==> src/sms_defs.svh <==
`ifndef SMS_DEFS_SVH
`define SMS_DEFS_SVH

// ============================================================
// VDP register file
// ============================================================

// Registers 0 to 10 are writable through the control port
`define SMS_VDP_REG_COUNT 11

// ============================================================
// Memory control and mapper
// ============================================================

// BIOS enabled, cartridge and card slots disabled
`define SMS_MEM_CTRL_RESET 8'hF7

// Banks seen in pages 0, 1 and 2 after reset
`define SMS_SLOT0_RESET 8'h00
`define SMS_SLOT1_RESET 8'h01
`define SMS_SLOT2_RESET 8'h02

// Mapper registers sit in the top four bytes of RAM space
`define SMS_MAP_MISC_ADDR  16'hFFFC
`define SMS_MAP_SLOT0_ADDR 16'hFFFD
`define SMS_MAP_SLOT1_ADDR 16'hFFFE
`define SMS_MAP_SLOT2_ADDR 16'hFFFF

// Second joypad port with nothing plugged in
`define SMS_JOY1_IDLE 8'hBF

`endif

==> src/sms_bus_pkg.sv <==
`default_nettype none

package sms_bus_pkg;

  // Z80 side of the bus
  typedef logic [15:0] cpu_addr_t;
  typedef logic [7:0]  cpu_byte_t;

  // Bank number above the 14-bit page offset, zero-extended
  typedef logic [23:0] rom_addr_t;

  // Port select is {A7, A6, A0}
  typedef enum logic [2:0] {
    PORT_MEM_CTRL      = 3'd0,
    PORT_JOY_CTRL      = 3'd1,
    PORT_V_COUNTER     = 3'd2,
    // Writes go to the PSG, reads return the H counter
    PORT_PSG_H_COUNTER = 3'd3,
    PORT_VDP_DATA      = 3'd4,
    PORT_VDP_CTRL      = 3'd5,
    PORT_JOY_A         = 3'd6,
    PORT_JOY_B         = 3'd7
  } io_port_e;

  // Buttons, bit 0 not connected
  typedef logic [6:0] pad_buttons_t;

endpackage

`default_nettype wire

==> src/sms_vdp_pkg.sv <==
`default_nettype none

package sms_vdp_pkg;

  // ============================================================
  // Addresses
  // ============================================================

  // 16 KB of VRAM, also used as the CRAM pointer
  typedef logic [13:0] vram_addr_t;

  // ============================================================
  // Registers and modes
  // ============================================================

  // Index carried in the low nibble of the second control byte
  typedef logic [3:0] vdp_reg_idx_t;

  // TMS9918 modes 0 to 3 plus the SMS mode 4
  typedef enum logic [2:0] {
    VDP_MODE_0 = 3'd0,
    VDP_MODE_1 = 3'd1,
    VDP_MODE_2 = 3'd2,
    VDP_MODE_3 = 3'd3,
    VDP_MODE_4 = 3'd4
  } vdp_mode_e;

  // ============================================================
  // Status
  // ============================================================

  // Number of the sprite that overflowed a line
  typedef logic [4:0] sprite_x_t;

endpackage

`default_nettype wire

==> src/sms_bus_decode.sv <==
`timescale 1ns/1ps
`default_nettype none

module sms_bus_decode
  import sms_bus_pkg::*;
(
  input  wire cpu_addr_t i_cpu_addr,
  input  wire logic      i_n_rd,
  input  wire logic      i_n_wr,
  input  wire logic      i_n_mreq,
  input  wire logic      i_n_iorq,
  output io_port_e       o_io_rd_port,
  output logic           o_io_rd_valid,
  output logic           o_vdp_data_rd,
  output logic           o_vdp_data_wr,
  output logic           o_vdp_ctrl_rd,
  output logic           o_vdp_ctrl_wr,
  output logic           o_mem_ctrl_wr,
  output logic           o_mem_wr,
  output logic           o_mem_rd
);

  logic     io_rd;
  logic     io_wr;
  io_port_e port;

  // I/O and memory cycles from the raw strobes
  assign io_rd = !i_n_iorq && !i_n_rd;
  assign io_wr = !i_n_iorq && !i_n_wr;

  assign o_mem_rd = !i_n_mreq && !i_n_rd;
  assign o_mem_wr = !i_n_mreq && !i_n_wr;

  // Only A7, A6 and A0 take part in the port decode
  assign port = io_port_e'({i_cpu_addr[7:6], i_cpu_addr[0]});

  assign o_io_rd_port  = port;
  assign o_io_rd_valid = io_rd;

  // One level per port action
  assign o_vdp_data_rd = io_rd && (port == PORT_VDP_DATA);
  assign o_vdp_data_wr = io_wr && (port == PORT_VDP_DATA);
  assign o_vdp_ctrl_rd = io_rd && (port == PORT_VDP_CTRL);
  assign o_vdp_ctrl_wr = io_wr && (port == PORT_VDP_CTRL);
  assign o_mem_ctrl_wr = io_wr && (port == PORT_MEM_CTRL);

  // ============================================================
  // Bus protocol check
  // ============================================================

  // Sampled as IORQ rises, so the values are those of the ending cycle
  a_no_io_rd_wr_overlap : assert property (
    @(posedge i_n_iorq) !(o_io_rd_valid === 1'b1 && io_wr === 1'b1)
  ) else $error("I/O read and write active in the same cycle");

endmodule

`default_nettype wire

==> src/sms_vdp_port.sv <==
`timescale 1ns/1ps
`default_nettype none
`include "sms_defs.svh"

module sms_vdp_port
  import sms_bus_pkg::*;
  import sms_vdp_pkg::*;
(
  input  wire logic       cpuClock,
  input  wire logic       n_hard_reset,
  input  wire logic       i_cpu_ce,
  input  wire cpu_byte_t  i_cpu_dout,
  input  wire logic       i_vdp_data_rd,
  input  wire logic       i_vdp_data_wr,
  input  wire logic       i_vdp_ctrl_rd,
  input  wire logic       i_vdp_ctrl_wr,
  input  wire logic       i_vdp_irq_flag,
  input  wire logic       i_sprite_collision,
  input  wire logic       i_too_many_sprites,
  input  wire sprite_x_t  i_sprite_x,
  output vram_addr_t      o_vram_addr,
  output logic            o_vram_wr,
  output logic            o_vram_rd,
  output logic            o_cram_sel,
  output vdp_mode_e       o_mode,
  output vram_addr_t      o_name_table_addr,
  output cpu_byte_t       o_status
);

  cpu_byte_t    vdp_regs [`SMS_VDP_REG_COUNT];
  cpu_byte_t    first_byte;
  logic         second_byte;
  logic         data_rd_q;
  logic         ctrl_rd_q;
  logic         irq_flag;
  logic         collision_flag;
  vdp_reg_idx_t reg_idx;

  assign reg_idx = vdp_reg_idx_t'(i_cpu_dout[3:0]);

  // VRAM strobes last one CPU cycle
  assign o_vram_wr = i_vdp_data_wr && i_cpu_ce;
  assign o_vram_rd = i_vdp_data_rd && i_cpu_ce;

  // ============================================================
  // Address latch, pointer and register writes
  // ============================================================

  always_ff @(posedge cpuClock) begin
    if (!n_hard_reset) begin
      for (int i = 0; i < `SMS_VDP_REG_COUNT; i++) begin
        vdp_regs[i] <= '0;
      end
      first_byte  <= '0;
      second_byte <= 1'b0;
      o_vram_addr <= '0;
      o_cram_sel  <= 1'b0;
      data_rd_q   <= 1'b0;
    end else if (i_cpu_ce) begin
      data_rd_q <= i_vdp_data_rd;
      if (i_vdp_data_wr) begin
        o_vram_addr <= o_vram_addr + 1'b1;
      end
      // Read data was fetched from the old address, step once it ends
      if (data_rd_q && !i_vdp_data_rd) begin
        o_vram_addr <= o_vram_addr + 1'b1;
      end

      if (i_vdp_ctrl_rd || i_vdp_data_rd || i_vdp_data_wr) begin
        second_byte <= 1'b0;
      end else if (i_vdp_ctrl_wr) begin
        second_byte <= !second_byte;
        if (!second_byte) begin
          first_byte <= i_cpu_dout;
        end else if (!i_cpu_dout[7]) begin
          // VRAM read or write setup, bit 6 ignored
          o_vram_addr <= {i_cpu_dout[5:0], first_byte};
          o_cram_sel  <= 1'b0;
        end else if (i_cpu_dout[7:6] == 2'b10 && reg_idx < `SMS_VDP_REG_COUNT) begin
          vdp_regs[reg_idx] <= first_byte;
        end else begin
          o_vram_addr <= {8'h00, first_byte[5:0]};
          o_cram_sel  <= 1'b1;
        end
      end
    end
  end

  // ============================================================
  // Sticky status flags
  // ============================================================

  always_ff @(posedge cpuClock) begin
    if (!n_hard_reset) begin
      irq_flag       <= 1'b0;
      collision_flag <= 1'b0;
      ctrl_rd_q      <= 1'b0;
    end else begin
      if (i_vdp_irq_flag) begin
        irq_flag <= 1'b1;
      end
      if (i_sprite_collision) begin
        collision_flag <= 1'b1;
      end
      if (i_cpu_ce) begin
        ctrl_rd_q <= i_vdp_ctrl_rd;
        // Cleared when the status read has finished
        if (ctrl_rd_q && !i_vdp_ctrl_rd) begin
          irq_flag       <= 1'b0;
          collision_flag <= 1'b0;
        end
      end
    end
  end

  assign o_status = {irq_flag, i_too_many_sprites, collision_flag,
                     (i_too_many_sprites ? i_sprite_x : 5'b11111)};

  // Highest mode bit wins
  always_comb begin
    if (vdp_regs[0][2]) begin
      o_mode = VDP_MODE_4;
    end else if (vdp_regs[1][3]) begin
      o_mode = VDP_MODE_3;
    end else if (vdp_regs[0][1]) begin
      o_mode = VDP_MODE_2;
    end else if (vdp_regs[1][4]) begin
      o_mode = VDP_MODE_1;
    end else begin
      o_mode = VDP_MODE_0;
    end
  end

  assign o_name_table_addr = {vdp_regs[2][3:1], 11'b0};

  // Decode keeps the two data strobes apart
  a_vram_rd_wr_exclusive : assert property (
    @(posedge cpuClock) disable iff (!n_hard_reset) !(o_vram_wr && o_vram_rd)
  ) else $error("VRAM read and write strobes overlap");

  // Write strobe lasts a single cycle
  a_vram_wr_single_pulse : assert property (
    @(posedge cpuClock) disable iff (!n_hard_reset)
    o_vram_wr |=> !o_vram_wr
  ) else $error("VRAM write strobe longer than one cycle");

endmodule

`default_nettype wire

==> src/sms_mem_mapper.sv <==
`timescale 1ns/1ps
`default_nettype none
`include "sms_defs.svh"

module sms_mem_mapper
  import sms_bus_pkg::*;
(
  input  wire logic      cpuClock,
  input  wire logic      n_hard_reset,
  input  wire logic      i_cpu_ce,
  input  wire cpu_addr_t i_cpu_addr,
  input  wire cpu_byte_t i_cpu_dout,
  input  wire logic      i_mem_ctrl_wr,
  input  wire logic      i_mem_wr,
  output rom_addr_t      o_rom_addr,
  output logic           o_ram_we,
  output logic           o_bios_sel
);

  cpu_byte_t  mem_ctrl;
  cpu_byte_t  slot0;
  cpu_byte_t  slot1;
  cpu_byte_t  slot2;
  cpu_byte_t  page_bank;
  logic [1:0] page;

  assign page = i_cpu_addr[15:14];

  // ============================================================
  // Control and mapper registers
  // ============================================================

  always_ff @(posedge cpuClock) begin
    if (!n_hard_reset) begin
      mem_ctrl <= `SMS_MEM_CTRL_RESET;
      slot0    <= `SMS_SLOT0_RESET;
      slot1    <= `SMS_SLOT1_RESET;
      slot2    <= `SMS_SLOT2_RESET;
    end else if (i_cpu_ce) begin
      if (i_mem_ctrl_wr) begin
        mem_ctrl <= i_cpu_dout;
      end
      // The write also lands in RAM underneath
      if (i_mem_wr) begin
        case (i_cpu_addr)
          `SMS_MAP_SLOT0_ADDR: slot0 <= i_cpu_dout;
          `SMS_MAP_SLOT1_ADDR: slot1 <= i_cpu_dout;
          `SMS_MAP_SLOT2_ADDR: slot2 <= i_cpu_dout;
          default: ;
        endcase
      end
    end
  end

  // Bank for the addressed page
  always_comb begin
    case (page)
      2'd0:    page_bank = slot0;
      2'd1:    page_bank = slot1;
      default: page_bank = slot2;
    endcase
  end

  // Page 3 is RAM, passed through unmapped
  assign o_rom_addr = (page == 2'd3) ? {8'h00, i_cpu_addr}
                                     : {2'b00, page_bank, i_cpu_addr[13:0]};

  assign o_ram_we   = i_mem_wr && (page == 2'd3);

  // Bit 3 low enables the BIOS
  assign o_bios_sel = !mem_ctrl[3];

endmodule

`default_nettype wire

==> src/sms_read_mux.sv <==
`timescale 1ns/1ps
`default_nettype none
`include "sms_defs.svh"

module sms_read_mux
  import sms_bus_pkg::*;
(
  input  wire io_port_e     i_io_rd_port,
  input  wire logic         i_io_rd_valid,
  input  wire logic         i_mem_rd,
  input  wire logic         i_bios_sel,
  input  wire cpu_addr_t    i_cpu_addr,
  input  wire cpu_byte_t    i_vram_rdata,
  input  wire cpu_byte_t    i_status,
  input  wire cpu_byte_t    i_v_counter,
  input  wire cpu_byte_t    i_h_counter,
  input  wire cpu_byte_t    i_bios_rdata,
  input  wire cpu_byte_t    i_rom_rdata,
  input  wire cpu_byte_t    i_ram_rdata,
  input  wire pad_buttons_t i_buttons,
  output cpu_byte_t         o_cpu_din
);

  cpu_byte_t joy_a;
  cpu_byte_t io_byte;
  logic      io_hit;
  cpu_byte_t mem_byte;

  // Buttons are active high here, the port reads active low
  assign joy_a = {2'b11, ~i_buttons[2:1], ~i_buttons[6:3]};

  // ============================================================
  // I/O read sources
  // ============================================================

  always_comb begin
    io_hit  = i_io_rd_valid;
    io_byte = 8'h00;
    case (i_io_rd_port)
      PORT_VDP_DATA:      io_byte = i_vram_rdata;
      PORT_VDP_CTRL:      io_byte = i_status;
      PORT_JOY_A:         io_byte = joy_a;
      PORT_JOY_B:         io_byte = `SMS_JOY1_IDLE;
      PORT_V_COUNTER:     io_byte = i_v_counter;
      PORT_PSG_H_COUNTER: io_byte = i_h_counter;
      // Control ports have no read value, fall through to memory
      default:            io_hit = 1'b0;
    endcase
  end

  // Pages 0 to 2 come from BIOS or cartridge, page 3 from RAM
  assign mem_byte = (i_mem_rd && i_cpu_addr[15:14] != 2'd3)
                    ? (i_bios_sel ? i_bios_rdata : i_rom_rdata)
                    : i_ram_rdata;

  assign o_cpu_din = io_hit ? io_byte : mem_byte;

endmodule

`default_nettype wire

==> src/sms_chipset.sv <==
`timescale 1ns/1ps
`default_nettype none

module sms_chipset
  import sms_bus_pkg::*;
  import sms_vdp_pkg::*;
(
  input  wire logic         cpuClock,
  input  wire logic         n_hard_reset,
  input  wire logic         i_cpu_ce,
  // Z80 bus
  input  wire cpu_addr_t    i_cpu_addr,
  input  wire cpu_byte_t    i_cpu_dout,
  input  wire logic         i_n_rd,
  input  wire logic         i_n_wr,
  input  wire logic         i_n_mreq,
  input  wire logic         i_n_iorq,
  // Video side
  input  wire cpu_byte_t    i_vram_rdata,
  input  wire logic         i_vdp_irq_flag,
  input  wire logic         i_sprite_collision,
  input  wire logic         i_too_many_sprites,
  input  wire sprite_x_t    i_sprite_x,
  input  wire cpu_byte_t    i_v_counter,
  input  wire cpu_byte_t    i_h_counter,
  // Memory bytes and pads
  input  wire cpu_byte_t    i_bios_rdata,
  input  wire cpu_byte_t    i_rom_rdata,
  input  wire cpu_byte_t    i_ram_rdata,
  input  wire pad_buttons_t i_buttons,
  output cpu_byte_t         o_cpu_din,
  output vram_addr_t        o_vram_addr,
  output logic              o_vram_wr,
  output logic              o_vram_rd,
  output logic              o_cram_sel,
  output vdp_mode_e         o_mode,
  output vram_addr_t        o_name_table_addr,
  output rom_addr_t         o_rom_addr,
  output logic              o_ram_we
);

  io_port_e  io_rd_port;
  logic      io_rd_valid;
  logic      vdp_data_rd;
  logic      vdp_data_wr;
  logic      vdp_ctrl_rd;
  logic      vdp_ctrl_wr;
  logic      mem_ctrl_wr;
  logic      mem_wr;
  logic      mem_rd;
  cpu_byte_t vdp_status;
  logic      bios_sel;

  sms_bus_decode u_bus_decode (
    .i_cpu_addr    (i_cpu_addr),
    .i_n_rd        (i_n_rd),
    .i_n_wr        (i_n_wr),
    .i_n_mreq      (i_n_mreq),
    .i_n_iorq      (i_n_iorq),
    .o_io_rd_port  (io_rd_port),
    .o_io_rd_valid (io_rd_valid),
    .o_vdp_data_rd (vdp_data_rd),
    .o_vdp_data_wr (vdp_data_wr),
    .o_vdp_ctrl_rd (vdp_ctrl_rd),
    .o_vdp_ctrl_wr (vdp_ctrl_wr),
    .o_mem_ctrl_wr (mem_ctrl_wr),
    .o_mem_wr      (mem_wr),
    .o_mem_rd      (mem_rd)
  );

  sms_vdp_port u_vdp_port (
    .cpuClock           (cpuClock),
    .n_hard_reset       (n_hard_reset),
    .i_cpu_ce           (i_cpu_ce),
    .i_cpu_dout         (i_cpu_dout),
    .i_vdp_data_rd      (vdp_data_rd),
    .i_vdp_data_wr      (vdp_data_wr),
    .i_vdp_ctrl_rd      (vdp_ctrl_rd),
    .i_vdp_ctrl_wr      (vdp_ctrl_wr),
    .i_vdp_irq_flag     (i_vdp_irq_flag),
    .i_sprite_collision (i_sprite_collision),
    .i_too_many_sprites (i_too_many_sprites),
    .i_sprite_x         (i_sprite_x),
    .o_vram_addr        (o_vram_addr),
    .o_vram_wr          (o_vram_wr),
    .o_vram_rd          (o_vram_rd),
    .o_cram_sel         (o_cram_sel),
    .o_mode             (o_mode),
    .o_name_table_addr  (o_name_table_addr),
    .o_status           (vdp_status)
  );

  sms_mem_mapper u_mem_mapper (
    .cpuClock      (cpuClock),
    .n_hard_reset  (n_hard_reset),
    .i_cpu_ce      (i_cpu_ce),
    .i_cpu_addr    (i_cpu_addr),
    .i_cpu_dout    (i_cpu_dout),
    .i_mem_ctrl_wr (mem_ctrl_wr),
    .i_mem_wr      (mem_wr),
    .o_rom_addr    (o_rom_addr),
    .o_ram_we      (o_ram_we),
    .o_bios_sel    (bios_sel)
  );

  sms_read_mux u_read_mux (
    .i_io_rd_port  (io_rd_port),
    .i_io_rd_valid (io_rd_valid),
    .i_mem_rd      (mem_rd),
    .i_bios_sel    (bios_sel),
    .i_cpu_addr    (i_cpu_addr),
    .i_vram_rdata  (i_vram_rdata),
    .i_status      (vdp_status),
    .i_v_counter   (i_v_counter),
    .i_h_counter   (i_h_counter),
    .i_bios_rdata  (i_bios_rdata),
    .i_rom_rdata   (i_rom_rdata),
    .i_ram_rdata   (i_ram_rdata),
    .i_buttons     (i_buttons),
    .o_cpu_din     (o_cpu_din)
  );

endmodule

`default_nettype wire

==> config.mk <==
export PLATFORM = sky130hd
export DESIGN_NAME = sms_chipset
export DESIGN_NICKNAME = d
export VERILOG_FILES = /design/src/sms_bus_pkg.sv /design/src/sms_vdp_pkg.sv /design/src/sms_bus_decode.sv /design/src/sms_vdp_port.sv /design/src/sms_mem_mapper.sv /design/src/sms_read_mux.sv /design/src/sms_chipset.sv
export VERILOG_INCLUDE_DIRS = /design/src
export SDC_FILE = /design/constraint.sdc
export NUM_CORES = 1
export LEC_CHECK = 0
export BUFFER_PORTS_ARGS = -buffer_cell sky130_fd_sc_hd__buf_2
export CAP_MARGIN = 40
export CORE_MARGIN = 5
export CORE_UTILIZATION = 49
export DETAILED_ROUTE_END_ITERATION = 10
export PLACE_DENSITY = 0.88
export REMOVE_ABC_BUFFERS = 1
export SYNTH_ARGS = -nofsm -noshare
export SYNTH_HDL_FRONTEND = slang
export SYNTH_SLANG_ARGS = --single-unit
==> constraint.sdc <==
create_clock -name cpuClock -period 2.91 [get_ports cpuClock]
set_input_delay 0.582 -clock cpuClock [delete_from_list [all_inputs] [get_ports cpuClock]]
set_output_delay 0.582 -clock cpuClock [all_outputs]
set_load 0.005 [all_outputs]
# Word level (Yosys, flattened, before mapping)
# Memory sizes are Yosys's and may differ from the RTL's.
# Cells that the tools add are included.
totals:
  ff_bits: 56
  ram_bits: 88
  input_bits: 94
  out_inout_bits: 67
  word_cells: 111
  memories: 1
classes:
  add_sub_neg: 1
  n_lt_le_gt_ge: 1
  eq_ne: 14
  mux: 41
  n_bitwise: 4
  reduce_logical: 37
mem_list:
  columns: ["name", "depth", "width", "read_ports", "rd_clocked_by_memory_dff", "wr", "line_no", "text"]
  rows:
  - ["u_vdp_port.vdp_regs", 11, 8, 3, 0, 11, "sms_vdp_port.sv:30", "cpu_byte_t vdp_regs [`SMS_VDP_REG_COUNT];"]
op_table:
  columns: ["cell", "n"]
  rows:
  - ["$mux 14", 7]
  - ["$eq 16x16->1 const B", 3]
  - ["$pmux 8 s6", 1]
  - ["$mux 8", 4]
  - ["$mux 1", 22]
  - ["$mux 22", 1]
  - ["$logic_and 1x1->1", 16]
  - ["$pmux 8 s2", 1]
  - ["$add 14x1->14 const B", 1]
  - ["$eq 3x3->1 const B", 4]
  - ["$mux 3", 3]
  - ["$reduce_and 3->1", 3]
  - ["$reduce_or 8->1", 1]
  - ["$logic_not 1->1", 7]
  - ["$eq 3x2->1 const B", 2]
  - ["$reduce_or 6->1", 1]
  - ["$mux 5", 1]
  - ["$reduce_and 5->1", 1]
  - ["$eq 2x2->1 const B", 2]
  - ["$lt 4x4->1 const B", 1]
  - ["$mux 4", 1]
  - ["$ne 2x2->1 const B", 2]
  - ["$not 4->4", 1]
  - ["$reduce_and 2->1", 2]
  - ["8 further kinds", 10]

# Logic depth before layout (Yosys ltp)
logic_depth:
  word_depth: 12
  depth_mapped: 7
  ltp_nobuf: 5

# Modules after synthesis
# From an unflattened synthesis, not the netlist that was laid out.
hier_totals:
  cells_unflattened: 490
  hier_area_um2: 4149.0
modules_own_cells:
  columns: ["mod", "n_inst", "cells_each", "area_each_um2", "seq_area_each_um2"]
  rows:
  - ["sms_vdp_port", 1, 232, 2047.0, 770.7]
  - ["sms_mem_mapper", 1, 147, 1335.0, 500.5]
  - ["sms_read_mux", 1, 98, 675.6, 0.0]
  - ["sms_bus_decode", 1, 13, 91.3, 0.0]

# Worst setup path before layout
# No wires, ideal clock.
synth_timing:
  path_kind: "input-to-reg"
  startpoint: "in i_cpu_ce"
  endpoint: "mem u_vdp_port.vdp_regs[2][1] (netlist bit) (enable)"
  setup_time_ps: 304
  arrival_time_ps: 2077
  required_time_ps: 2606
  setup_slack_ps: 529
  path_stages: 6
  path_buffers: 2
  path_cell_list: "buf_2 or3b_1 clkbuf_1 or3_1 nor4_2 nand2b_1"
synth_rtl:
  columns: ["item", "line_no", "text"]
  rows:
  - ["from (decl)", "sms_chipset.sv:10", "input wire logic i_cpu_ce,"]
  - ["to (decl)", "sms_vdp_port.sv:30", null]

# Worst setup path after layout
layout_timing:
  startpoint: "in i_cpu_addr[7]"
  endpoint: "out o_cpu_din[3]"
layout_between:
  elab_chain_len: 4
  word_cells_on_any_way: 10
  classes_between: "eq/ne: 6; mux: 3; reduce/logical: 1"
layout_lines:
  columns: ["item", "line_no", "text"]
  rows:
  - ["from (decl)", "sms_chipset.sv:12", "input wire cpu_addr_t i_cpu_addr,"]
  - ["$eq 3x3->1 / $eq 3x2->1 (equally long branches)", "sms_read_mux.sv:39", "case (i_io_rd_port)"]
  - ["$reduce_or 6->1 (no line)", null, null]
  - ["$mux 1", "sms_read_mux.sv:39", null]
  - ["$mux 8 (*)", "sms_read_mux.sv:56", "assign o_cpu_din = io_hit ? io_byte : mem_byte;"]
  - ["to (decl)", "sms_chipset.sv:31", "output cpu_byte_t o_cpu_din,"]
# Mark *: on every way between the ends. The rest lies on a longest branch, timed or not.

==> results.cfg <==
[placed_design]
hpwl_um = 9060
post-place-ws_ns = 0.304
port_buffers = 146
routabilityCongestion = 0.945

[cts]
clk_pin_slew_ns = 0.06
cts-root-buf = clkbuf_8
tritoncts = done
postCtsHoldBufs = 0
numClockSinks = 60
cts_resized = 0
clock_path_buffers = 2
htree_levels = 3
cts_made_buffers = 9
insertion_delay_ns = 0.34
postCtsSetupBuffers = 0

[synthesis]
avgSynthCellArea_sq_um = 8.17
yosys_warnings = 0
synth-seq-area-share_pct = 33.0
synth_edf_count = 7
ys_ff_latch = 60
synthDistinctLibCells = 67
synthFlopType = dfxtp_1
synthCells = 472
syn_area_sq_um = 3850
synth-async-reset-ratio_pct = 0

[pwr]
vdd_drop_max_v = 0.000288
leakage_nw = 2.15
powerDensity_nw_per_um2 = 420

[critical_path]
cp_max_fo = 21
worst_ep_required_time_ns = 2.33
crit_type = primary input to output port
worstSetupEndpointType = output port
crit_arrival_ns = 1.94
start_kind = primary input

[floorplanning]
die-area_sq_um = 9740
fp.dieW_um = 98.7
pin_count = 161
die_height_um = 98.7
core_area_sq_um = 7690
rows = 32
start_util_pct = 50.1

[cells_and_area]
layout_commonest_cell = buf_2
final_cell_mix = 146 x buf_2, 59 x nor2_1, 53 x dfxtp_1
layout-drive-gt1-share_pct = 31.0
syn_to_final_growth_pct = 23.0
layout.nets = 691
diodes = 0

[sta]
finClkSkew_ns = 0.00494
hold_viol = 0
setup_viol = 0
maxSlewViolCount = 0
holdWs_ns = 0.450
worstMarginPinSlew_ns = 0.609
min_period_over_period_pct = 86.5
fmax_mhz = 397
finalSetupTns_ns = 0
worst_slack_ns = 0.392
rsz0062_at_grt = no
fin_crit_ns = 2.52
slew_headroom_pct = 59.0

[routing]
vias = 4040
drt.antenna.violating_nets = 0
totalWireLength_um = 11900
drc = 0
first_pass_iters = 5
first_iter_violations = 319
wl_per_cell_um = 17.0
vias_per_cell = 5.75

[flow_run]
maxCapViolations = 0

[global_route]
grtUsageTotal_pct = 24.0
grt.overflow.total = 0
antenna_found_initial = 0
grt_pass1_wl_um = 19000
grt_max_degree = 35
grt_pass1_vias = 3995

[status]
status = complete, no violations

[hold_path]
hp-class = primary input to flop
[path summary, 6_finish.rpt]
| kind | start | endpoint | depth (start not counted) | slack [ns] |
|---|---|---|---|---|
| setup reg to reg | u_vdp_port.second_byte | u_vdp_port.o_vram_addr[1] | 5 | 0.97 |
| hold / removal | i_sprite_collision | u_vdp_port.collision_flag | 3 | 0.45 |
| setup / recovery | i_cpu_addr[7] | o_cpu_din[3] | 7 | 0.39 |
| hold reg to reg | u_vdp_port.collision_flag | u_vdp_port.collision_flag | 2 | 0.48 |
[cells by family (layout without fill, tap and decap cells)]
| family | Yosys count | count (layout) | share of synthesized area [%] |
|---|---|---|---|
| buffers and inverters | 63 | 179 | 9.19 |
| AOI/OAI and AO/OA | 107 | 107 | 18.7 |
| DFF | 60 | 60 | 33.0 |
| and+or+nand+nor | 188 | 188 | 25.1 |
| muxes | 52 | 52 | 13.6 |
| adders and majority gates | 1 | 1 | 0.325 |
| other | 1 | 13 | 0.0973 |
[report_power, final]
part / switching (mW) / total [mW] / internal [mW]
logic: 0.156 / 0.268 / 0.112
clock network: 0.324 / 0.877 / 0.553
registers: 0.00406 / 0.847 / 0.843
[state kept, by name, summed over array words and instances, names as in the netlist]
name,count
u_vdp_port.o_vram_addr,14
u_mem_mapper.slot0,8
u_mem_mapper.slot1,8
u_mem_mapper.slot2,8
u_vdp_port.first_byte,8
u_vdp_port.vdp_regs,7
u_mem_mapper.mem_ctrl,1
u_vdp_port.collision_flag,1
u_vdp_port.ctrl_rd_q,1
u_vdp_port.data_rd_q,1
u_vdp_port.irq_flag,1
u_vdp_port.o_cram_sel,1
u_vdp_port.second_byte,1
[synth_stat cells, types with 9 or more instances]
cell / n / area (sq um)
nor2_1: 59 / 221
dfxtp_1: 53 / 1060
nand2_1: 51 / 191
mux2i_1: 50 / 500
o21ai_0: 41 / 205
buf_4: 28 / 210
clkbuf_1: 20 / 75.1
nor2b_1: 11 / 68.8
a21oi_1: 10 / 50.1
nand3_1: 9 / 45.0
[area by class of cell]
class,instances,area (sq um)
fill,671,2940
multi-input combinational,361,2270
inverter,8,30.0
tap,102,128
clock inverter,3,67.6
timing repair buffer,156,806
sequential,60,1270
clock buffer,12,166
[per-layer routing]
layer,track usage (%),wire length (um),up-vias
met5,0,0,-
met4,7.04,204,0
met3,6.86,900,33
met2,40.0,5880,186
met1,30.2,4970,1902
li1,-,-,1919
[critical path, cell delays in order]
cell	delay, ns
buf_2	0.31
nor3b_1	0.49
nand2_1	0.12
o21ai_0	0.09
o21ai_0	0.12
o21ai_0	0.09
buf_2	0.14
[per-stage QoR]
stage | power [mW] | utilization (%) | std cells | area, sq um
2_1_floorplan | 0.963 | - | 429 | 3580
3_3_place_gp | 1.12 | 58.7 | 687 | 4510
3_5_place_dp | 1.13 | 58.7 | 687 | 4510
4_1_cts | 1.99 | 61.7 | 702 | 4740
5_1_grt | 2.07 | 61.7 | 702 | 4740
6_report | 1.99 | 61.7 | 702 | 4740
Power figures use the tool's default switching activity.
